**config.mk**
```make
export PLATFORM = sky130hd
export DESIGN_NAME = dcacheTop
export DESIGN_NICKNAME = d
export VERILOG_FILES = /design/src/cacheCfgPkg.sv /design/src/cpuTypesPkg.sv /design/src/dcacheWay.sv /design/src/dcacheCtrl.sv /design/src/dcacheTop.sv
export SDC_FILE = /design/constraint.sdc
export NUM_CORES = 2
export LEC_CHECK = 0
export BUFFER_PORTS_ARGS = -buffer_cell sky130_fd_sc_hd__buf_4
export CORE_MARGIN = 3
export CORE_UTILIZATION = 50
export DETAILED_ROUTE_END_ITERATION = 10
export GPL_TIMING_DRIVEN = 0
export PLACE_DENSITY = 0.67
export REMOVE_ABC_BUFFERS = 1
export SLEW_MARGIN = 20
export SYNTH_ARGS = -nofsm -noshare
export SYNTH_HDL_FRONTEND = slang
export SYNTH_SLANG_ARGS = --single-unit
export TNS_END_PERCENT = 20
```
**constraint.sdc**
```tcl
create_clock -name CLK -period 11.8 [get_ports CLK]
set_clock_uncertainty 0.05 [all_clocks]
set_input_delay 1.18 -clock CLK [delete_from_list [all_inputs] [get_ports CLK]]
set_output_delay 1.18 -clock CLK [all_outputs]
set_load 0.01 [all_outputs]
```
**src/cacheCfgPkg.sv**
```systemverilog
`default_nettype none

package cacheCfgPkg;

	// geometry of the data cache
	localparam int TagWidth = 26;
	localparam int IndexWidth = 3;
	localparam int NumSets = 8; // 2**IndexWidth
	localparam int WordsPerBlock = 2;
	localparam int NumWays = 2;

	typedef logic [TagWidth-1:0] tagT;
	typedef logic [IndexWidth-1:0] indexT;

	// miss handling walks these in order, Idle is the only state that answers the cpu
	typedef enum logic [2:0] {
		Idle,
		WriteBack0, // victim word 0 out to memory
		WriteBack1,
		Fill0, // requested block word 0 in from memory
		Fill1
	} ctrlStateT;

endpackage

`default_nettype wire

```
**src/cpuTypesPkg.sv**
```systemverilog
`default_nettype none

package cpuTypesPkg;

	typedef logic [31:0] wordT;

	// field split of a data address, msb first
	typedef struct packed {
		cacheCfgPkg::tagT tag;
		cacheCfgPkg::indexT index;
		logic wordSel; // word within the block
		logic [1:0] byteOff; // always zero for word accesses
	} dAddrFieldsT;

	// same 32 bits seen flat or split into fields
	typedef union packed {
		wordT flat;
		dAddrFieldsT fields;
	} dAddrT;

endpackage

`default_nettype wire

```
**src/dcacheWay.sv**
```systemverilog
`timescale 1ns/1ps
`default_nettype none

module dcacheWay (
	input logic CLK,
	input logic nRST,
	input cacheCfgPkg::indexT index,
	input logic wordSel,
	input cpuTypesPkg::wordT writeData,
	input cacheCfgPkg::tagT writeTag,
	input logic writeDirty,
	input logic dataWen,
	input logic metaWen,
	output cacheCfgPkg::tagT readTag,
	output logic readValid,
	output logic readDirty,
	output cpuTypesPkg::wordT readData
);
	import cpuTypesPkg::*;
	import cacheCfgPkg::*;

	// one entry per set
	logic [NumSets-1:0] validBits;
	logic [NumSets-1:0] dirtyBits;
	tagT tags [NumSets];
	wordT data [NumSets][WordsPerBlock];

	always_ff @(posedge CLK or negedge nRST) begin
		if (!nRST) begin
			validBits <= '0;
			dirtyBits <= '0;
			for (int s = 0; s < NumSets; s++) begin
				tags[s] <= '0;
				for (int w = 0; w < WordsPerBlock; w++) begin
					data[s][w] <= '0;
				end
			end
		end else begin
			if (dataWen) begin
				data[index][wordSel] <= writeData;
			end
			// tag update always marks the entry present
			if (metaWen) begin
				tags[index] <= writeTag;
				dirtyBits[index] <= writeDirty;
				validBits[index] <= 1'b1;
			end
		end
	end

	// combinational read of the addressed set
	assign readTag = tags[index];
	assign readValid = validBits[index];
	assign readDirty = dirtyBits[index];
	assign readData = data[index][wordSel];

endmodule

`default_nettype wire

```
**src/dcacheCtrl.sv**
```systemverilog
`timescale 1ns/1ps
`default_nettype none

module dcacheCtrl (
	input logic CLK,
	input logic nRST,
	// cpu side
	input logic dmemREN,
	input logic dmemWEN,
	input cpuTypesPkg::dAddrT dmemAddr,
	input cpuTypesPkg::wordT dmemStore,
	output cpuTypesPkg::wordT dmemLoad,
	output logic dhit,
	// memory side
	output logic dREN,
	output logic dWEN,
	output cpuTypesPkg::wordT dAddr,
	output cpuTypesPkg::wordT dStore,
	input cpuTypesPkg::wordT dLoad,
	input logic dwait,
	// write bus shared by both ways
	output cacheCfgPkg::indexT index,
	output logic wordSel,
	output cpuTypesPkg::wordT writeData,
	output cacheCfgPkg::tagT writeTag,
	output logic writeDirty,
	output logic dataWen0,
	output logic metaWen0,
	output logic dataWen1,
	output logic metaWen1,
	// way read results
	input cacheCfgPkg::tagT readTag0,
	input logic readValid0,
	input logic readDirty0,
	input cpuTypesPkg::wordT readData0,
	input cacheCfgPkg::tagT readTag1,
	input logic readValid1,
	input logic readDirty1,
	input cpuTypesPkg::wordT readData1
);
	import cpuTypesPkg::*;
	import cacheCfgPkg::*;

	ctrlStateT state;
	ctrlStateT nextState;
	logic [NumSets-1:0] lru; // names the way to evict next
	logic [NumWays-1:0] hitVec;
	logic [NumWays-1:0] dataWenVec;
	logic [NumWays-1:0] metaWenVec;
	logic req;
	logic hit;
	logic hitWay;
	logic victim;
	tagT victimTag;
	logic victimValid;
	logic victimDirty;
	wordT victimData;
	tagT reqTag;
	indexT reqIndex;
	logic inWriteBack;
	logic inFill;
	dAddrT memAddr;

	// split the request address
	assign reqTag = dmemAddr.fields.tag;
	assign reqIndex = dmemAddr.fields.index;
	assign req = dmemREN | dmemWEN;

	assign hitVec[0] = readValid0 && (readTag0 == reqTag);
	assign hitVec[1] = readValid1 && (readTag1 == reqTag);
	assign hit = |hitVec;
	assign hitWay = hitVec[1]; // both ways never hold the same tag

	assign victim = lru[reqIndex];
	assign victimTag = victim ? readTag1 : readTag0;
	assign victimValid = victim ? readValid1 : readValid0;
	assign victimDirty = victim ? readDirty1 : readDirty0;
	assign victimData = victim ? readData1 : readData0;

	assign inWriteBack = (state == WriteBack0) || (state == WriteBack1);
	assign inFill = (state == Fill0) || (state == Fill1);

	// hits only answered from Idle
	assign dhit = (state == Idle) && req && hit;
	assign dmemLoad = hitWay ? readData1 : readData0;

	assign index = reqIndex;

	always_comb begin
		case (state)
			WriteBack0, Fill0: wordSel = 1'b0;
			WriteBack1, Fill1: wordSel = 1'b1;
			default: wordSel = dmemAddr.fields.wordSel;
		endcase
	end

	assign writeData = inFill ? dLoad : dmemStore;
	assign writeTag = reqTag;
	assign writeDirty = (state == Idle); // set by a write hit, cleared by the fill

	always_comb begin
		dataWenVec = '0;
		metaWenVec = '0;
		if (dhit && dmemWEN) begin
			dataWenVec[hitWay] = 1'b1;
			metaWenVec[hitWay] = 1'b1;
		end else if (inFill && !dwait) begin
			dataWenVec[victim] = 1'b1;
			metaWenVec[victim] = (state == Fill1); // tag goes in with the last word
		end
	end

	assign dataWen0 = dataWenVec[0];
	assign metaWen0 = metaWenVec[0];
	assign dataWen1 = dataWenVec[1];
	assign metaWen1 = metaWenVec[1];

	// memory address, victim tag while writing back
	always_comb begin
		memAddr.fields.tag = inWriteBack ? victimTag : reqTag;
		memAddr.fields.index = reqIndex;
		memAddr.fields.wordSel = wordSel;
		memAddr.fields.byteOff = 2'b00;
	end

	assign dAddr = memAddr.flat;
	assign dStore = victimData;
	assign dWEN = inWriteBack;
	assign dREN = inFill;

	always_comb begin
		nextState = state;
		case (state)
			Idle: begin
				if (req && !hit) begin
					nextState = (victimValid && victimDirty) ? WriteBack0 : Fill0;
				end
			end
			WriteBack0: begin
				if (!dwait) begin
					nextState = WriteBack1;
				end
			end
			WriteBack1: begin
				if (!dwait) begin
					nextState = Fill0;
				end
			end
			Fill0: begin
				if (!dwait) begin
					nextState = Fill1;
				end
			end
			Fill1: begin
				if (!dwait) begin
					nextState = Idle; // retried there as a hit
				end
			end
			default: nextState = Idle;
		endcase
	end

	always_ff @(posedge CLK or negedge nRST) begin
		if (!nRST) begin
			state <= Idle;
			lru <= '0;
		end else begin
			state <= nextState;
			if (dhit) begin
				lru[reqIndex] <= ~hitWay; // point at the other way
			end
		end
	end

endmodule

`default_nettype wire

```
**src/dcacheTop.sv**
```systemverilog
`timescale 1ns/1ps
`default_nettype none

module dcacheTop (
	input logic CLK,
	input logic nRST,
	// cpu side
	input logic dmemREN,
	input logic dmemWEN,
	input cpuTypesPkg::dAddrT dmemAddr,
	input cpuTypesPkg::wordT dmemStore,
	output cpuTypesPkg::wordT dmemLoad,
	output logic dhit,
	// memory side
	output logic dREN,
	output logic dWEN,
	output cpuTypesPkg::wordT dAddr,
	output cpuTypesPkg::wordT dStore,
	input cpuTypesPkg::wordT dLoad,
	input logic dwait
);
	import cpuTypesPkg::*;
	import cacheCfgPkg::*;

	// shared write bus
	indexT index;
	logic wordSel;
	wordT writeData;
	tagT writeTag;
	logic writeDirty;

	// per way
	logic dataWen0;
	logic metaWen0;
	logic dataWen1;
	logic metaWen1;
	tagT readTag0;
	tagT readTag1;
	logic readValid0;
	logic readValid1;
	logic readDirty0;
	logic readDirty1;
	wordT readData0;
	wordT readData1;

	dcacheCtrl ctrl (
		.CLK(CLK),
		.nRST(nRST),
		.dmemREN(dmemREN),
		.dmemWEN(dmemWEN),
		.dmemAddr(dmemAddr),
		.dmemStore(dmemStore),
		.dmemLoad(dmemLoad),
		.dhit(dhit),
		.dREN(dREN),
		.dWEN(dWEN),
		.dAddr(dAddr),
		.dStore(dStore),
		.dLoad(dLoad),
		.dwait(dwait),
		.index(index),
		.wordSel(wordSel),
		.writeData(writeData),
		.writeTag(writeTag),
		.writeDirty(writeDirty),
		.dataWen0(dataWen0),
		.metaWen0(metaWen0),
		.dataWen1(dataWen1),
		.metaWen1(metaWen1),
		.readTag0(readTag0),
		.readValid0(readValid0),
		.readDirty0(readDirty0),
		.readData0(readData0),
		.readTag1(readTag1),
		.readValid1(readValid1),
		.readDirty1(readDirty1),
		.readData1(readData1)
	);

	dcacheWay way0 (
		.CLK(CLK),
		.nRST(nRST),
		.index(index),
		.wordSel(wordSel),
		.writeData(writeData),
		.writeTag(writeTag),
		.writeDirty(writeDirty),
		.dataWen(dataWen0),
		.metaWen(metaWen0),
		.readTag(readTag0),
		.readValid(readValid0),
		.readDirty(readDirty0),
		.readData(readData0)
	);

	dcacheWay way1 (
		.CLK(CLK),
		.nRST(nRST),
		.index(index),
		.wordSel(wordSel),
		.writeData(writeData),
		.writeTag(writeTag),
		.writeDirty(writeDirty),
		.dataWen(dataWen1),
		.metaWen(metaWen1),
		.readTag(readTag1),
		.readValid(readValid1),
		.readDirty(readDirty1),
		.readData(readData1)
	);

endmodule

`default_nettype wire

```
==> metrics.txt <==
# TYPE chip_impl_metric gauge
chip_impl_info{name="outcome",value="finished clean"} 1
chip_impl_metric{name="drtIter0Drc",unit=""} 5351
chip_impl_info{name="cpMaxStageDelayCell",value="sky130_fd_sc_hd__clkinv_1"} 1
chip_impl_metric{name="timing_worst_slew_pin_value",unit="ns"} 1.15
chip_impl_info{name="ys.flop_type",value="sky130_fd_sc_hd__dfrtp_1"} 1
chip_impl_metric{name="core.rowCount",unit=""} 134
chip_impl_metric{name="finalWorstPathRequiredPeriod",unit="ns"} 7.76
chip_impl_metric{name="share_of_layout_cells_above_drive_strength_1",unit="%"} 32.0
chip_impl_metric{name="irDropWorstVdd",unit="µV"} 198
chip_impl_metric{name="slew_headroom",unit="%"} 21.3
chip_impl_info{name="critical_path.cell_chain",value="buf_8, buf_16, buf_16, clkinv_1, a221o_1, a221o_1, xor2_1, or4_1, nor4_4, buf_6, buf_6, mux2i_1, buf_4"} 1
chip_impl_metric{name="netlist_instances",unit=""} 5709
chip_impl_metric{name="fp.coreArea",unit="µm²"} 134000
chip_impl_metric{name="cts-resized-gates",unit=""} 0
chip_impl_metric{name="power-per-cell-area",unit="nW/µm²"} 190
chip_impl_metric{name="detail_route.vias_per_cell",unit=""} 6.78
chip_impl_metric{name="n_fill_cell",unit=""} 10607
chip_impl_metric{name="worstSkewPairLatency",unit="ns"} 0.81
chip_impl_metric{name="path_buf_inv",unit=""} 7
chip_impl_metric{name="global_route.usage.total",unit="%"} 31.6
chip_impl_metric{name="wire_length_of_the_first_global_routing_pass",unit="mm"} 336
chip_impl_metric{name="drv_slew",unit=""} 0
chip_impl_metric{name="grt_antenna_before_repair",unit=""} 3
chip_impl_metric{name="gp_routability_congestion",unit=""} 0.804
chip_impl_metric{name="cts.repair_timing.setup_buffer_count",unit=""} 0
chip_impl_metric{name="async_flop_share",unit="%"} 100
chip_impl_metric{name="average_cell_area_after_synthesis",unit="µm²"} 11.9
chip_impl_info{name="hold_path_class",value="input port to asynchronous set/reset pin"} 1
chip_impl_metric{name="timing_hold_violations_final",unit=""} 0
chip_impl_info{name="timing.critical_path.max_delay_family",value="buffers and inverters"} 1
chip_impl_metric{name="cp.depth",unit=""} 13
chip_impl_metric{name="crit_path_max_fanout",unit=""} 65
chip_impl_metric{name="inserted_clock_buffers",unit=""} 156
chip_impl_metric{name="cpPeakStageDelay",unit="ns"} 0.80
chip_impl_metric{name="placement.setup.worst_slack",unit="ns"} 4.03
chip_impl_metric{name="height_of_the_chip",unit="µm"} 375
chip_impl_metric{name="number_of_vias_in_the_routed_layout",unit=""} 51263
chip_impl_metric{name="final_antenna_net_count",unit=""} 0
chip_impl_metric{name="numPortBuffers",unit=""} 195
chip_impl_metric{name="via_count_of_the_first_global_routing_pass",unit=""} 51527
chip_impl_metric{name="synth_edf_count",unit=""} 0
chip_impl_metric{name="drt_pre_antenna_iters",unit=""} 8
chip_impl_metric{name="synth.distinct_cells",unit=""} 74
chip_impl_metric{name="layout_setup_ws",unit="ns"} 4.04
chip_impl_metric{name="cap_violations",unit=""} 0
chip_impl_info{name="setup.worst_path.end_class",value="output pin"} 1
chip_impl_info{name="tritoncts_clock_tree",value="done"} 1
chip_impl_metric{name="total_leakage_power",unit="nW"} 36.5
chip_impl_metric{name="gr-total-overflow",unit=""} 0
chip_impl_metric{name="synth.ff_latch_count",unit=""} 1483
chip_impl_metric{name="finalCritPeriodShare",unit="%"} 65.7
chip_impl_metric{name="route.final.wire_length",unit="mm"} 225
chip_impl_metric{name="worstRegToRegCells",unit=""} 11
chip_impl_metric{name="clkSinkCount",unit=""} 1483
chip_impl_info{name="start_kind",value="input port"} 1
chip_impl_metric{name="dp_hpwl",unit="mm"} 142
chip_impl_metric{name="clock_path_buffers",unit=""} 3
chip_impl_info{name="rsz0062_at_grt",value="no"} 1
chip_impl_metric{name="synth.cell_area",unit="µm²"} 68200
chip_impl_metric{name="detail_route.drc_violations",unit=""} 0
chip_impl_metric{name="route.detailed.wl_per_inst",unit="µm"} 29.8
chip_impl_metric{name="dieWidth",unit="µm"} 375
chip_impl_metric{name="layout.nets",unit=""} 5783
chip_impl_metric{name="cp.required",unit="ns"} 10.57
chip_impl_metric{name="yosysWarnings",unit=""} 0
chip_impl_metric{name="ioPinCount",unit=""} 200
chip_impl_metric{name="maximum_number_of_pins_on_one_net_before_global_route_repair",unit=""} 145
chip_impl_metric{name="fin_worst_hold_slack",unit="ns"} 0.273
chip_impl_metric{name="setup_violators_final",unit=""} 0
chip_impl_info{name="cts-root-buf",value="sky130_fd_sc_hd__clkbuf_16"} 1
chip_impl_metric{name="initial_utilization",unit="%"} 50.7
chip_impl_metric{name="htree_num_levels",unit=""} 4
chip_impl_metric{name="fmax",unit="GHz"} 0.129
chip_impl_metric{name="cts_hold_bufs",unit=""} 0
chip_impl_metric{name="area_growth",unit="%"} 16.8
chip_impl_metric{name="clk_pin_slew",unit="ns"} 0.05
chip_impl_metric{name="portion_of_the_post_synthesis_area_used_by_sequential_elements",unit="%"} 54.4
chip_impl_metric{name="die_outline_area",unit="µm²"} 141000
chip_impl_metric{name="critical_path_at",unit="ns"} 6.53
chip_impl_info{name="worst_setup_path_type",value="input port to output pin"} 1
cells by family (layout without fill, tap and decap cells):
family                 count (synthesis)  after routing  synth area share (%)
AND/OR/NAND/NOR                      475            475                  3.41
flip-flops                          1483           1483                  54.4
multiplexers                        1284           1284                  21.6
AO/OA/AOI/OAI                       1836           1836                  16.3
XOR/XNOR                              41             41                 0.526
other                                  1              4               0.00550
buffers and inverters                589            675                  3.79
worst reg2reg max path, delay by kind of cell (launching register included):
kind	cells	cell delay (ns)
AOI/OAI and AO/OA	2	1.38
muxes	2	0.68
and+or+nand+nor	4	1.78
xor gates and xnor gates	1	0.41
DFF	1	0.38
buffers and inverters	2	0.42
cell usage in the layout, fill, tap and decap left out, drive strengths merged, types with 5 or more instances in the layout:
master and count:
nand4 68, nand2 172, or2 10, clkinv 30
xnor2 20, a221oi 120, or3 7, dfrtp 1483
nor3 13, and2 6, nor2b 10, clkbuf 233
o21a 15, a22o 90, o31a 5, mux4 43
inv 12, nor4 8, a31oi 34, nand3 36
xor2 21, a21oi 109, a22oi 279, nand2b 14
o22ai 29, nor2 105, a211oi 7, and3b 6
mux2i 184, o21ai 1099, a221o 9, mux2 1057
buf 396
per-layer routing:
layer	up-vias	wire, µm	track usage [%]
met5	-	0	0
met4	0	10700	14.5
met3	706	21100	7.40
met2	2850	103000	48.6
met1	26645	90600	42.6
li1	21062	-	-
area by class of cell:
class	count	area, µm²	area share, %
Clock buffer	233	4630	5.82
Timing Repair Buffer	396	6090	7.64
Multi-Input combinational cell	3638	29100	36.5
Tap cell	1768	2210	2.78
Sequential cell	1483	37100	46.6
Antenna cell	2	5.00	0.00628
Clock inverter	39	504	0.633
Inverter	7	35.0	0.0440
stage by stage:
step	cells	TNS (ns)	instance area [µm²]	utilization [%]	total power, mW
after floorplan	5128	-5091.88	65700	-	8.25
after global placement	7091	-	69300	51.6	9.92
after detailed placement	7291	0	74500	55.4	10.2
after CTS	7563	0	79600	59.2	15.2
after global routing	7565	0	79700	59.2	15.7
final	7566	0	79700	59.2	15.2
flip-flops by register name, summed over array words and instances (netlist names):
name / cells
way1.data: 512
way0.validBits: 8
way1.dirtyBits: 8
way1.tags: 208
way0.data: 512
ctrl.lru: 8
way0.tags: 208
ctrl.state: 3
way1.validBits: 8
way0.dirtyBits: 8
report_power, final:
group          switching, mW  internal (mW)  leakage (nW)
Sequential             0.391           5.83          20.3
Combinational           2.32           1.69          13.6
Clock                   2.12           2.82          2.53
Total                   4.83           10.3          36.5
worst paths after layout:
check | startpoint | to | slack, ns
setup / recovery | dmemAddr[5] | dmemLoad[17] | 4.04
hold / removal | nRST | way0.data[76] | 0.27
setup reg to reg | way1.tags[62] | way1.data[145] | 6.58
hold reg to reg | way1.validBits[2] | way1.validBits[2] | 0.42
max in group asynchronous | nRST | way0.data[201] | 8.58
min in group CLK | way1.validBits[2] | way1.validBits[2] | 0.42
synth_stat cells (all sizes together) (7+ instances only):
cell | count | share of area, %
nand3 | 36 | 0.26
buf | 176 | 1.5
nand2b | 14 | 0.13
a31oi | 34 | 0.31
o22ai | 29 | 0.27
a21oi | 109 | 0.81
a221oi | 120 | 1.5
nor3 | 13 | 0.12
a22oi | 279 | 3.1
xnor2 | 20 | 0.26
or2 | 10 | 0.092
clkbuf | 406 | 2.2
a22o | 90 | 1.2
xor2 | 21 | 0.27
nor2 | 105 | 0.60
mux2 | 1057 | 17
mux2i | 184 | 2.7
o21a | 15 | 0.17
a211oi | 7 | 0.077
o21ai | 1099 | 8.2
nor4 | 8 | 0.10
dfrtp | 1483 | 54
nor2b | 10 | 0.092
mux4 | 43 | 1.4
a221o | 9 | 0.13
or3 | 7 | 0.064
nand4 | 68 | 0.62
nand2 | 172 | 0.95
(Power assumes the default switching activity.)
